==> config.mk <==
export PLATFORM = sky130hd
export DESIGN_NAME = tdc_readout_top
export DESIGN_NICKNAME = d
export VERILOG_FILES = /design/src/logic/tdc_readout_pkg.sv /design/src/logic/tdc_readout_top.sv /design/src/logic/uart_readout.sv /design/src/logic/uart_tx.sv /design/src/logic/fifo_stage.sv /design/src/logic/acq_control.sv
export SDC_FILE = /design/constraint.sdc
export NUM_CORES = 1
export LEC_CHECK = 0
export BUFFER_PORTS_ARGS = -buffer_cell sky130_fd_sc_hd__buf_2
export CORE_MARGIN = 3
export CORE_UTILIZATION = 60
export CTS_CLUSTER_DIAMETER = 30
export DETAILED_ROUTE_END_ITERATION = 8
export PLACE_DENSITY_LB_ADDON = 0.3
export SYNTH_ARGS = -nofsm -noshare
export SYNTH_HDL_FRONTEND = slang
export SYNTH_SLANG_ARGS = --single-unit
==> constraint.sdc <==
create_clock -name clkWizard -period 14.7 [get_ports clkWizard]
set_input_delay 2.94 -clock clkWizard [delete_from_list [all_inputs] [get_ports clkWizard]]
set_output_delay 2.94 -clock clkWizard [all_outputs]
set_load 0.01 [all_outputs]
==> src/logic/tdc_readout_pkg.sv <==
// word widths, uart frame constants and the tdc measurement word union
`default_nettype none

package tdc_readout_pkg;

    // ------------------------------------------------------------
    // word geometry
    // ------------------------------------------------------------
    localparam int NB_BYTE        = 8;
    localparam int BYTES_PER_WORD = 4;
    localparam int NB_WORD        = NB_BYTE * BYTES_PER_WORD;

    // converter fields, coarse on top
    localparam int NB_FINE   = 12;
    localparam int NB_COARSE = NB_WORD - NB_FINE;

    // ------------------------------------------------------------
    // uart frame, 8N1
    // ------------------------------------------------------------
    localparam int UART_DATA_BITS  = 8;
    // start + data + stop
    localparam int UART_FRAME_BITS = UART_DATA_BITS + 2;

    // measurement view of a fifo word
    typedef struct packed {
        logic [NB_COARSE-1:0] coarse_count;
        logic [NB_FINE-1:0]   fine_code;
    } tdc_meas_t;

    // one fifo word, seen as a measurement or as uart bytes
    // bytes[0] is bits 7..0, the first byte on the line
    typedef union packed {
        tdc_meas_t                              meas;
        logic [BYTES_PER_WORD-1:0][NB_BYTE-1:0] bytes;
    } tdc_word_u;

endpackage

`default_nettype wire
==> src/logic/tdc_readout_top.sv <==
// readout top: acquisition control, chain of FIFO stages, uart readout
`timescale 1ns/100ps
`default_nettype none

module tdc_readout_top
    import tdc_readout_pkg::*;
#(
    parameter int FIFO_STAGES  = 4,
    parameter int STAGE_DEPTH  = 8,
    parameter int CLKS_PER_BIT = 64,
    parameter int READ_LIMIT   = 1024
) (
    input  wire            clkWizard,
    input  wire            finish_mem_reset,
    input  wire            measure_done,
    input  wire tdc_word_u measure_word,
    input  wire            start_writing,
    input  wire            start_reading,
    output logic           led_write_err,
    output logic           led_write_stage,
    output logic           led_read_stage,
    output logic           tx
);

    // boundary k feeds stage k
    // index 0 is the acq push
    // last index faces the readout
    wire            chain_valid [0:FIFO_STAGES];
    wire tdc_word_u chain_word  [0:FIFO_STAGES];
    wire            chain_take  [0:FIFO_STAGES];
    wire            full        [0:FIFO_STAGES-1];
    wire            read_enable;

    acq_control u_acq_control (
        .clkWizard        (clkWizard),
        .finish_mem_reset (finish_mem_reset),
        .measure_done     (measure_done),
        .measure_word     (measure_word),
        .start_writing    (start_writing),
        .start_reading    (start_reading),
        .stage_full       (full[0]),
        .push             (chain_valid[0]),
        .push_word        (chain_word[0]),
        .read_enable      (read_enable),
        .led_write_err    (led_write_err),
        .led_write_stage  (led_write_stage),
        .led_read_stage   (led_read_stage)
    );

    // ------------------------------------------------------------
    // fifo chain
    // ------------------------------------------------------------
    for (genvar k = 0; k < FIFO_STAGES; k++) begin : g_stage
        fifo_stage #(
            .STAGE_DEPTH (STAGE_DEPTH)
        ) u_fifo_stage (
            .clkWizard        (clkWizard),
            .finish_mem_reset (finish_mem_reset),
            .up_valid         (chain_valid[k]),
            .up_word          (chain_word[k]),
            .up_take          (chain_take[k]),
            .head_valid       (chain_valid[k+1]),
            .head_word        (chain_word[k+1]),
            .take             (chain_take[k+1]),
            .full             (full[k])
        );
    end

    // drain side
    uart_readout #(
        .CLKS_PER_BIT (CLKS_PER_BIT),
        .READ_LIMIT   (READ_LIMIT)
    ) u_uart_readout (
        .clkWizard        (clkWizard),
        .finish_mem_reset (finish_mem_reset),
        .read_enable      (read_enable),
        .head_valid       (chain_valid[FIFO_STAGES]),
        .head_word        (chain_word[FIFO_STAGES]),
        .take             (chain_take[FIFO_STAGES]),
        .tx               (tx)
    );

endmodule

`default_nettype wire

==> src/logic/uart_readout.sv <==
// chain drain: takes head words, steps through their bytes, enforces the read limit
`timescale 1ns/100ps
`default_nettype none

module uart_readout
    import tdc_readout_pkg::*;
#(
    parameter int CLKS_PER_BIT = 64,
    parameter int READ_LIMIT   = 1024
) (
    input  wire            clkWizard,
    input  wire            finish_mem_reset,
    input  wire            read_enable,
    // last chain stage
    input  wire            head_valid,
    input  wire tdc_word_u head_word,
    output logic           take,
    // serial line
    output logic           tx
);

    localparam int CNT_W = $clog2(READ_LIMIT + 1);
    localparam int IDX_W = $clog2(BYTES_PER_WORD);

    localparam logic [CNT_W-1:0] LIMIT_CNT = CNT_W'(READ_LIMIT);
    localparam logic [IDX_W-1:0] IDX_LAST  = IDX_W'(BYTES_PER_WORD - 1);

    // current word, payload only
    tdc_word_u word_reg;

    logic              holding;
    logic [IDX_W-1:0]  byte_idx;
    logic [CNT_W-1:0]  words_sent;

    // transmitter handshake
    logic send;
    logic busy;
    byte  tx_byte;

    // ------------------------------------------------------------
    // word fetch
    // ------------------------------------------------------------
    // never pulls an empty chain, stops at the limit
    assign take = read_enable && head_valid && !holding && (words_sent < LIMIT_CNT);

    always_ff @(posedge clkWizard) begin
        if (take) begin
            word_reg <= head_word;
        end
    end

    // byte view, low byte first
    assign tx_byte = word_reg.bytes[byte_idx];

    // ------------------------------------------------------------
    // byte sequencing
    // ------------------------------------------------------------
    always_ff @(posedge clkWizard) begin
        if (finish_mem_reset) begin
            holding    <= 1'b0;
            byte_idx   <= '0;
            words_sent <= '0;
            send       <= 1'b0;
        end else begin
            // one-cycle strobe once the line is free
            // busy lags send by a cycle, hence the !send term
            send <= holding && !busy && !send;

            if (take) begin
                holding    <= 1'b1;
                byte_idx   <= '0;
                words_sent <= words_sent + 1'b1;
            end else if (send) begin
                // byte handed over on this edge
                if (byte_idx == IDX_LAST) begin
                    holding  <= 1'b0;
                    byte_idx <= '0;
                end else begin
                    byte_idx <= byte_idx + 1'b1;
                end
            end
        end
    end

    uart_tx #(
        .CLKS_PER_BIT (CLKS_PER_BIT)
    ) u_uart_tx (
        .clkWizard        (clkWizard),
        .finish_mem_reset (finish_mem_reset),
        .send             (send),
        .tx_byte          (tx_byte),
        .busy             (busy),
        .tx               (tx)
    );

endmodule

`default_nettype wire

==> src/logic/uart_tx.sv <==
// 8N1 serial transmitter with its own baud tick counter
`timescale 1ns/100ps
`default_nettype none

module uart_tx
    import tdc_readout_pkg::*;
#(
    parameter int CLKS_PER_BIT = 64
) (
    input  wire     clkWizard,
    input  wire     finish_mem_reset,
    input  wire     send,
    input  var byte tx_byte,
    output logic    busy,
    output logic    tx
);

    localparam int TICK_W = $clog2(CLKS_PER_BIT);
    localparam int BIT_W  = $clog2(UART_FRAME_BITS);

    localparam logic [TICK_W-1:0] TICK_LAST = TICK_W'(CLKS_PER_BIT - 1);
    localparam logic [BIT_W-1:0]  BIT_LAST  = BIT_W'(UART_FRAME_BITS - 1);

    // baud divider and bit position in the frame
    logic [TICK_W-1:0] tick_cnt;
    logic [BIT_W-1:0]  bit_idx;
    logic              bit_end;

    // data bits then the stop bit, shifted out lsb first
    logic [UART_DATA_BITS:0] shreg;

    assign bit_end = (tick_cnt == TICK_LAST);

    // ------------------------------------------------------------
    // payload shifter
    // ------------------------------------------------------------
    always_ff @(posedge clkWizard) begin
        if (send && !busy) begin
            // stop bit rides on top
            shreg <= {1'b1, tx_byte};
        end else if (busy && bit_end) begin
            shreg <= {1'b1, shreg[UART_DATA_BITS:1]};
        end
    end

    // ------------------------------------------------------------
    // line control
    // ------------------------------------------------------------
    always_ff @(posedge clkWizard) begin
        if (finish_mem_reset) begin
            busy     <= 1'b0;
            tx       <= 1'b1;
            tick_cnt <= '0;
            bit_idx  <= '0;
        end else if (!busy) begin
            tick_cnt <= '0;
            bit_idx  <= '0;
            if (send) begin
                // start bit goes out right away
                busy <= 1'b1;
                tx   <= 1'b0;
            end
        end else if (bit_end) begin
            tick_cnt <= '0;
            if (bit_idx == BIT_LAST) begin
                // stop bit done, back to idle
                busy <= 1'b0;
                tx   <= 1'b1;
            end else begin
                bit_idx <= bit_idx + 1'b1;
                tx      <= shreg[0];
            end
        end else begin
            tick_cnt <= tick_cnt + 1'b1;
        end
    end

    // the readout must hold off while a frame is on the line
    a_no_send_while_busy : assert property (
        @(posedge clkWizard) disable iff (finish_mem_reset)
        send |-> !busy
    );

endmodule

`default_nettype wire

==> src/logic/fifo_stage.sv <==
// one register-file FIFO stage that pulls words from its upstream neighbour
`timescale 1ns/100ps
`default_nettype none

module fifo_stage
    import tdc_readout_pkg::*;
#(
    parameter int STAGE_DEPTH = 8
) (
    input  wire            clkWizard,
    input  wire            finish_mem_reset,
    // upstream neighbour (or the acq push for stage 0)
    input  wire            up_valid,
    input  wire tdc_word_u up_word,
    output logic           up_take,
    // downstream view of our oldest word
    output logic           head_valid,
    output tdc_word_u      head_word,
    input  wire            take,
    output logic           full
);

    localparam int         AW        = $clog2(STAGE_DEPTH);
    localparam logic [AW:0] DEPTH_CNT = (AW + 1)'(STAGE_DEPTH);

    // storage, no reset on the payload
    tdc_word_u mem [STAGE_DEPTH];

    logic [AW-1:0] wr_ptr;
    logic [AW-1:0] rd_ptr;
    // occupancy, one bit wider than the pointers
    logic [AW:0]   count;

    // ------------------------------------------------------------
    // flags and handshake
    // ------------------------------------------------------------
    assign full       = (count == DEPTH_CNT);
    assign head_valid = (count != '0);
    assign head_word  = mem[rd_ptr];

    // we decide the pull ourselves, upstream pops blindly
    assign up_take = up_valid && !full;

    always_ff @(posedge clkWizard) begin
        if (up_take) begin
            mem[wr_ptr] <= up_word;
        end
    end

    // pointers wrap naturally, depth is a power of two
    always_ff @(posedge clkWizard) begin
        if (finish_mem_reset) begin
            wr_ptr <= '0;
            rd_ptr <= '0;
            count  <= '0;
        end else begin
            if (up_take) begin
                wr_ptr <= wr_ptr + 1'b1;
            end
            if (take) begin
                rd_ptr <= rd_ptr + 1'b1;
            end
            case ({up_take, take})
                2'b10:   count <= count + 1'b1;
                2'b01:   count <= count - 1'b1;
                default: count <= count;
            endcase
        end
    end

    // downstream pulls only a valid head
    a_take_needs_head : assert property (
        @(posedge clkWizard) disable iff (finish_mem_reset)
        take |-> head_valid
    );

    // occupancy bound
    a_count_bound : assert property (
        @(posedge clkWizard) disable iff (finish_mem_reset)
        count <= DEPTH_CNT
    );

endmodule

`default_nettype wire

==> src/logic/acq_control.sv <==
// acquisition FSM: waiting/writing/reading, push gating, write error and stage LEDs
`timescale 1ns/100ps
`default_nettype none

module acq_control
    import tdc_readout_pkg::*;
(
    input  wire            clkWizard,
    input  wire            finish_mem_reset,
    // converter side
    input  wire            measure_done,
    input  wire tdc_word_u measure_word,
    // buttons, plain levels
    input  wire            start_writing,
    input  wire            start_reading,
    // chain entry
    input  wire            stage_full,
    output logic           push,
    output tdc_word_u      push_word,
    // readout side
    output logic           read_enable,
    // board leds
    output logic           led_write_err,
    output logic           led_write_stage,
    output logic           led_read_stage
);

    // ------------------------------------------------------------
    // state codes
    // ------------------------------------------------------------
    localparam logic [1:0] ST_WAITING = 2'd0;
    localparam logic [1:0] ST_WRITING = 2'd1;
    localparam logic [1:0] ST_READING = 2'd2;

    logic [1:0] state;
    logic       writing;

    assign writing = (state == ST_WRITING);

    // state register
    // write button wins over read button while waiting
    always_ff @(posedge clkWizard) begin
        if (finish_mem_reset) begin
            state <= ST_WAITING;
        end else begin
            case (state)
                ST_WAITING: begin
                    if (start_writing) begin
                        state <= ST_WRITING;
                    end else if (start_reading) begin
                        state <= ST_READING;
                    end
                end
                ST_WRITING: begin
                    if (start_reading) begin
                        state <= ST_READING;
                    end
                end
                // reading holds until reset
                ST_READING: state <= ST_READING;
                default:    state <= ST_WAITING;
            endcase
        end
    end

    // ------------------------------------------------------------
    // chain entry
    // ------------------------------------------------------------
    // strobe passes only while writing and stage 0 has room
    assign push = measure_done && writing && !stage_full;

    // word goes in field by field from the measurement view
    always_comb begin
        push_word.meas.coarse_count = measure_word.meas.coarse_count;
        push_word.meas.fine_code    = measure_word.meas.fine_code;
    end

    assign read_enable = (state == ST_READING);

    // dropped strobe flag, one cycle wide
    // stage leds trail the state register by one cycle
    always_ff @(posedge clkWizard) begin
        if (finish_mem_reset) begin
            led_write_err   <= 1'b0;
            led_write_stage <= 1'b0;
            led_read_stage  <= 1'b0;
        end else begin
            led_write_err   <= measure_done && writing && stage_full;
            led_write_stage <= writing;
            led_read_stage  <= (state == ST_READING);
        end
    end

    // stage 0 must never see a push while it reports full
    a_no_push_when_full : assert property (
        @(posedge clkWizard) disable iff (finish_mem_reset)
        !(push && stage_full)
    );

endmodule

`default_nettype wire

==> results of run 1 <==
[worst paths after layout]
kind | start | to | depth (start not counted)
worst max-delay path | measure_done | g_stage[0].u_fifo_stage.count[3] | 9
worst min-delay path | u_uart_readout.u_uart_tx.tick_cnt[0] | u_uart_readout.u_uart_tx.tick_cnt[0] | 1
worst min register to register | u_uart_readout.u_uart_tx.tick_cnt[0] | u_uart_readout.u_uart_tx.tick_cnt[0] | 1
worst max register to register | g_stage[0].u_fifo_stage.count[0] | g_stage[0].u_fifo_stage.count[3] | 9
[routing by layer]
layer	part of all wire [%]	track usage (%)
met1	39	30.6
met2	53	40.3
met3	5.4	4.14
met4	2.4	8.32
met5	0	0
[kinds of logic after synthesis]
kind of cell,count (synthesis),synth area share (%)
AND/OR/NAND/NOR,198,2.46
AO/OA/AOI/OAI,50,0.666
flip-flops,1145,77.0
XOR/XNOR,38,0.763
multiplexers,403,17.2
buffers and inverters,111,1.06
adder cells (fa/ha/maj),28,0.855
[metrics by stage]
stage          instance area [sq um]  utilization [%]
6_report                       50900             70.9
5_1_grt                        50900             70.9
4_1_cts                        50900             70.9
3_5_place_dp                   45100             62.9
3_3_place_gp                   45100             62.9
2_1_floorplan                  43600                -
[where the power goes]
group / internal, uW / total (uW) / switching [uW]
clock network: 2520 / 3980 / 1460
registers: 4520 / 4730 / 206
logic: 877 / 2110 / 1240
total: 7920 / 10800 / 2900
[cell usage in the layout (no fill, tap or decap), types with 5 or more instances in the layout]
master         n
or4_1          6
and3_1         6
xnor2_1       21
clkinv_8       5
clkinv_2      27
bufinv_16     20
inv_1         14
clkinvlp_4    16
buf_4         44
clkinv_4      14
clkinv_1      19
nand2b_1       6
nor2_1        65
ha_1          25
nand2_1       27
nor3_1         7
nor3_2        13
dfxtp_1       73
mux2_2       135
inv_6         21
a21oi_1       30
clkbuf_1      11
mux4_2       264
o21ai_0        7
nand3_1       16
nor2_4         7
buf_2         40
nor4_2         5
edfxtp_1    1064
nor3b_2        8
xor2_1        17
clkbuf_16    173
[layout make-up]
class / instances / area [sq um]
inverter: 18 / 67.6
timing repair buffer: 84 / 531
tap: 950 / 1190
multi-input combinational: 717 / 9770
clock inverter: 124 / 1340
sequential: 1145 / 33600
fill: 4061 / 20900
clock buffer: 184 / 4370
==> flow_summary.json, run 1 <==
{
  "clk_pin_slew_ns": 0.05,
  "initial_core_util_pct": 60.8,
  "max_freq_mhz": 225,
  "ff2ff_setup_slack_ns": 11.29,
  "period_minus_slack_ns": 4.44,
  "crit_slowest_cell": "or4_1",
  "syn_inst": 1973,
  "rsz0062_at_grt": "false",
  "ant_nets": 0,
  "cts_root_buf": "clkbuf_16",
  "synth_most_common_cell": "edfxtp_1",
  "cp_num_buf_inv": 2,
  "finalMaxSlewViolations": 0,
  "critPathLaunchType": "input port",
  "numCtsBuffers": 169,
  "largest_reg_flops": 1024,
  "finalHoldViolCount": 0,
  "yosys.area.top_type": "edfxtp_1",
  "period_share_pct": 30.2,
  "hold_buffers": 0,
  "place.gp.congestion": 0.698,
  "placed_cells": 2914,
  "finalSetupViolCount": 0,
  "path_cells": "buf_2 > and4bb_2 > inv_2 > ha_1 > ha_1 > a21oi_1 > a21oi_1 > or4_1 > a21oi_1",
  "min_path_type": "reg2reg",
  "p_total_uw": 10800,
  "core-area_sq_um": 71700,
  "portBuffers": 40,
  "nets": 2200,
  "num_io_pins": 41,
  "routed_wl_um": 84500,
  "cts_resized": 0,
  "synth-edff-count": 1064,
  "crit_family": "simple AND/OR/NAND/NOR gates",
  "track_usage_pct": 23.5,
  "route.detailed.drc": 0,
  "worstSetupPathType": "in2reg",
  "area_growth_pct": 16.6,
  "vias_per_cell": 6.17,
  "cts_setup_buffers": 0,
  "die_area_sq_um": 75900,
  "vias": 19900,
  "relSlewSlack_pct": 25.9,
  "cp_max_fo": 8,
  "worst_slew_pin_slew_ns": 1.11,
  "finClkSkew_ns": 0.0196,
  "ys_seq_elements": 1145,
  "synth_ff_type": "edfxtp_1",
  "grt_start_max_net_pins": 68,
  "antenna_found_initial": 0,
  "status": "finished clean",
  "drt-initial-drc-count": 1712,
  "grt_pass1_wl_um": 131000,
  "place_ws_ns": 9.58,
  "hold_ws_ns": 0.442,
  "crit_arrival_ns": 5.08,
  "firstDrtPassIters": 7,
  "die_w_um": 276,
  "synth_cell_types": 54,
  "critPathMostFrequentCell": "a21oi_1",
  "avgSynthCellArea_sq_um": 22.1,
  "die_h_um": 276,
  "clock-sinks": 1145,
  "ys_top_cells_by_area": "edfxtp_1, mux4_2, dfxtp_1",
  "maxCapViolCount": 0,
  "ys_async_sr_fraction_pct": 0,
  "synth_fp_nets": 2038,
  "grt_overflow": 0,
  "routedWlPerCell_um": 26.2,
  "power_density_nw_per_um2": 213,
  "leakagePower_uw": 0.0162,
  "synth_warnings": 0,
  "finalNonFillerCells": 3222,
  "fp-row-count": 98,
  "cp_slowest_stage_delay_ns": 0.48,
  "cts_tree": "built",
  "ys_seq_area_share_pct": 77.0,
  "syn_area_sq_um": 43600,
  "final.setup.tns_ns": 0,
  "clock_path_buffers": 3,
  "cp-end-kind": "flip-flop",
  "drive_gt1_share_pct": 36.1,
  "worst_ir_drop_vdd_v": 0.000140,
  "antenna_cells": 0,
  "ctsHtreeMaxLevel": 4,
  "clk_latency_ns": 0.73,
  "synth_top_area_share_pct": 73.3,
  "setup_slack_ns": 10.26,
  "grt_pass1_vias": 21800,
  "cp_data_required_time_ns": 15.35,
  "netlist_top_cells_count": "edfxtp_1, mux4_2, mux2_2, dfxtp_1, nor2_1",
  "post-dp-hpwl_um": 42400
}
Power figures use the tool's default switching activity.
==> run 2: changes to the inputs <==
--- a/config.mk
+++ b/config.mk
@@ -5,6 +5,7 @@
 export SDC_FILE = /design/constraint.sdc
 export NUM_CORES = 1
 export LEC_CHECK = 0
+export ABC_AREA = 1
 export BUFFER_PORTS_ARGS = -buffer_cell sky130_fd_sc_hd__buf_2
 export CORE_MARGIN = 3
 export CORE_UTILIZATION = 60
==> constraint.sdc (replaced) <==
create_clock -name clkWizard -period 4.1 [get_ports clkWizard]
set_input_delay 0.82 -clock clkWizard [delete_from_list [all_inputs] [get_ports clkWizard]]
set_output_delay 0.82 -clock clkWizard [all_outputs]
set_load 0.01 [all_outputs]
==> flow_summary.json, run 2 <==
{
  "syn_area_sq_um": 45000,
  "rsz0062_at_grt": "false",
  "maxCapViolCount": 0,
  "crit_slowest_cell": "nor2_4",
  "drt-initial-drc-count": 2945,
  "ctsHtreeMaxLevel": 4,
  "dr_wl_met3_um": 7380,
  "final.setup.tns_ns": 0,
  "synth_top_area_share_pct": 71.0,
  "synth_warnings": 0,
  "wl_met2_um": 53200,
  "grt_pass1_wl_um": 159000,
  "ant_nets": 0,
  "die_area_sq_um": 78300,
  "relSlewSlack_pct": 14.3,
  "worstSetupPathType": "reg2reg",
  "ys_seq_area_share_pct": 74.6,
  "cp-end-kind": "flip-flop",
  "clk_latency_ns": 0.78,
  "clk_pin_slew_ns": 0.05,
  "die_w_um": 280,
  "die_h_um": 280,
  "place_area_sq_um": 46200,
  "ys_async_sr_fraction_pct": 0,
  "routed_wl_um": 103000,
  "path_cells": "inv_1 > nand4_1 > nand2_2 > inv_2 > nand2_1 > nor2_4 > buf_4",
  "area_growth_pct": 16.7,
  "fin_area_sq_um": 52500,
  "portBuffers": 40,
  "grt_start_max_net_pins": 130,
  "nets": 3437,
  "cts_root_buf": "clkbuf_16",
  "routedWlPerCell_um": 22.9,
  "route.detailed.drc": 0,
  "cts_resized": 0,
  "synth_cell_types": 37,
  "finalHoldViolCount": 0,
  "vias_per_cell": 6.12,
  "core-area_sq_um": 73600,
  "grt_pass1_vias": 28700,
  "worst_ir_drop_vdd_v": 0.000589,
  "cp_slowest_stage_delay_ns": 0.73,
  "final_common_cell": "edfxtp_1",
  "clock_path_buffers": 3,
  "final_cell_mix": "edfxtp_1, nand2_1, nor2_1, o21ai_0",
  "finalSetupViolCount": 0,
  "netlist_top_cells_count": "edfxtp_1, nand2_1, nor2_1, o21ai_0",
  "place.gp.congestion": 0.816,
  "synth_ff_type": "edfxtp_1",
  "antenna_found_initial": 0,
  "num_io_pins": 41,
  "largest_reg_flops": 1024,
  "post-dp-hpwl_um": 56700,
  "crit_arrival_ns": 3.10,
  "ys_seq_elements": 1145,
  "fillerInstances": 4427,
  "yosys.area.top_type": "edfxtp_1",
  "fp-row-count": 99,
  "track_usage_pct": 26.4,
  "wl_met1_um": 38900,
  "finClkSkew_ns": 0.0760,
  "ff2ff_setup_slack_ns": 1.45,
  "numCtsBuffers": 176,
  "synth-edff-count": 1064,
  "max_freq_mhz": 377,
  "clock-sinks": 1145,
  "cts_tree": "built",
  "fin_util_pct": 71.4,
  "cp_max_fo": 19,
  "status": "finished clean",
  "vias": 27400,
  "worst_slew_pin_slew_ns": 1.29,
  "period_share_pct": 64.7,
  "period_minus_slack_ns": 2.65,
  "cp_data_required_time_ns": 4.55,
  "initial_core_util_pct": 61.2,
  "min_path_type": "in2reg",
  "power_density_nw_per_um2": 815,
  "dr.max_layer_used": "met4",
  "grt_overflow": 0,
  "drive_gt1_share_pct": 13.5,
  "syn_inst": 3261,
  "ys_top_cells_by_area": "edfxtp_1, mux2i_1, nand2_1",
  "antenna_cells": 0,
  "firstDrtPassIters": 5,
  "cts_setup_buffers": 0,
  "synth_most_common_cell": "edfxtp_1",
  "finalMaxSlewViolations": 0,
  "hold_buffers": 0,
  "synth_fp_nets": 3326,
  "avgSynthCellArea_sq_um": 13.8,
  "critPathLaunchType": "flip-flop",
  "leakagePower_uw": 0.0182
}
[run 2: path summary, 6_finish.rpt]
kind                                   startpoint                                   end  depth (start not counted)
min                                  measure_done           u_acq_control.led_write_err                          3
min reg2reg  u_uart_readout.u_uart_tx.tick_cnt[0]  u_uart_readout.u_uart_tx.tick_cnt[0]                          1
max              g_stage[1].u_fifo_stage.count[1]    g_stage[1].u_fifo_stage.mem[2][22]                          7
max reg2reg      g_stage[1].u_fifo_stage.count[1]    g_stage[1].u_fifo_stage.mem[2][22]                          7
[run 2: area by class of cell]
class / count / area, sq um / share of cell area, %
Inverter: 91 / 342 / 0.650
Clock inverter: 143 / 1850 / 3.52
Clock buffer: 185 / 4450 / 8.47
Sequential cell: 1145 / 33600 / 64.0
Multi-Input combinational cell: 1847 / 10300 / 19.7
Timing Repair Buffer: 111 / 758 / 1.44
Tap cell: 959 / 1200 / 2.28
[run 2: worst max-delay path, delay by kind of cell, from the launching register on]
kind	cells	cell delay [ns]
and+or+nand+nor	4	1.32
buffers and inverters	3	0.61
DFF	1	0.38
[run 2: through the flow]
| step | power [uW] | std cells | worst slack [ns] | hold slack (ns) |
|---|---|---|---|---|
| 3_3_place_gp | 26700 | 4153 | 1.28 | 0.424 |
| 4_1_cts | 42900 | 4481 | 1.45 | 0.279 |
| 2_1_floorplan | 24000 | 3261 | 0.958 | 0.418 |
| 6_report | 42800 | 4481 | 1.45 | 0.314 |
| 5_1_grt | 44600 | 4481 | 1.33 | 0.298 |
| 3_5_place_dp | 27400 | 4153 | 1.25 | 0.439 |
[run 2: logic make-up after synthesis]
logic type                 count (synthesis)  synth area share [%]
AOI/OAI and AO/OA                        626                  7.71
xor gates and xnor gates                  17                 0.331
adders and majority gates                 28                 0.828
buffers and inverters                    269                  2.97
DFF                                     1145                  74.6
muxes                                    256                  5.69
and+or+nand+nor                          920                  7.88
[run 2: metal layers]
metal / vias to the layer above / global-route usage, %
met3: 243 / 4.93
met2: 1266 / 45.7
li1: 12300 / -
met5: - / 0
met4: 0 / 10.8
met1: 13600 / 33.0
[run 2: where the power goes]
part / total [uW] / internal (uW) / switching (uW)
Sequential: 17700 / 16800 / 928
Clock: 15400 / 9630 / 5790
Combinational: 9710 / 2550 / 7160
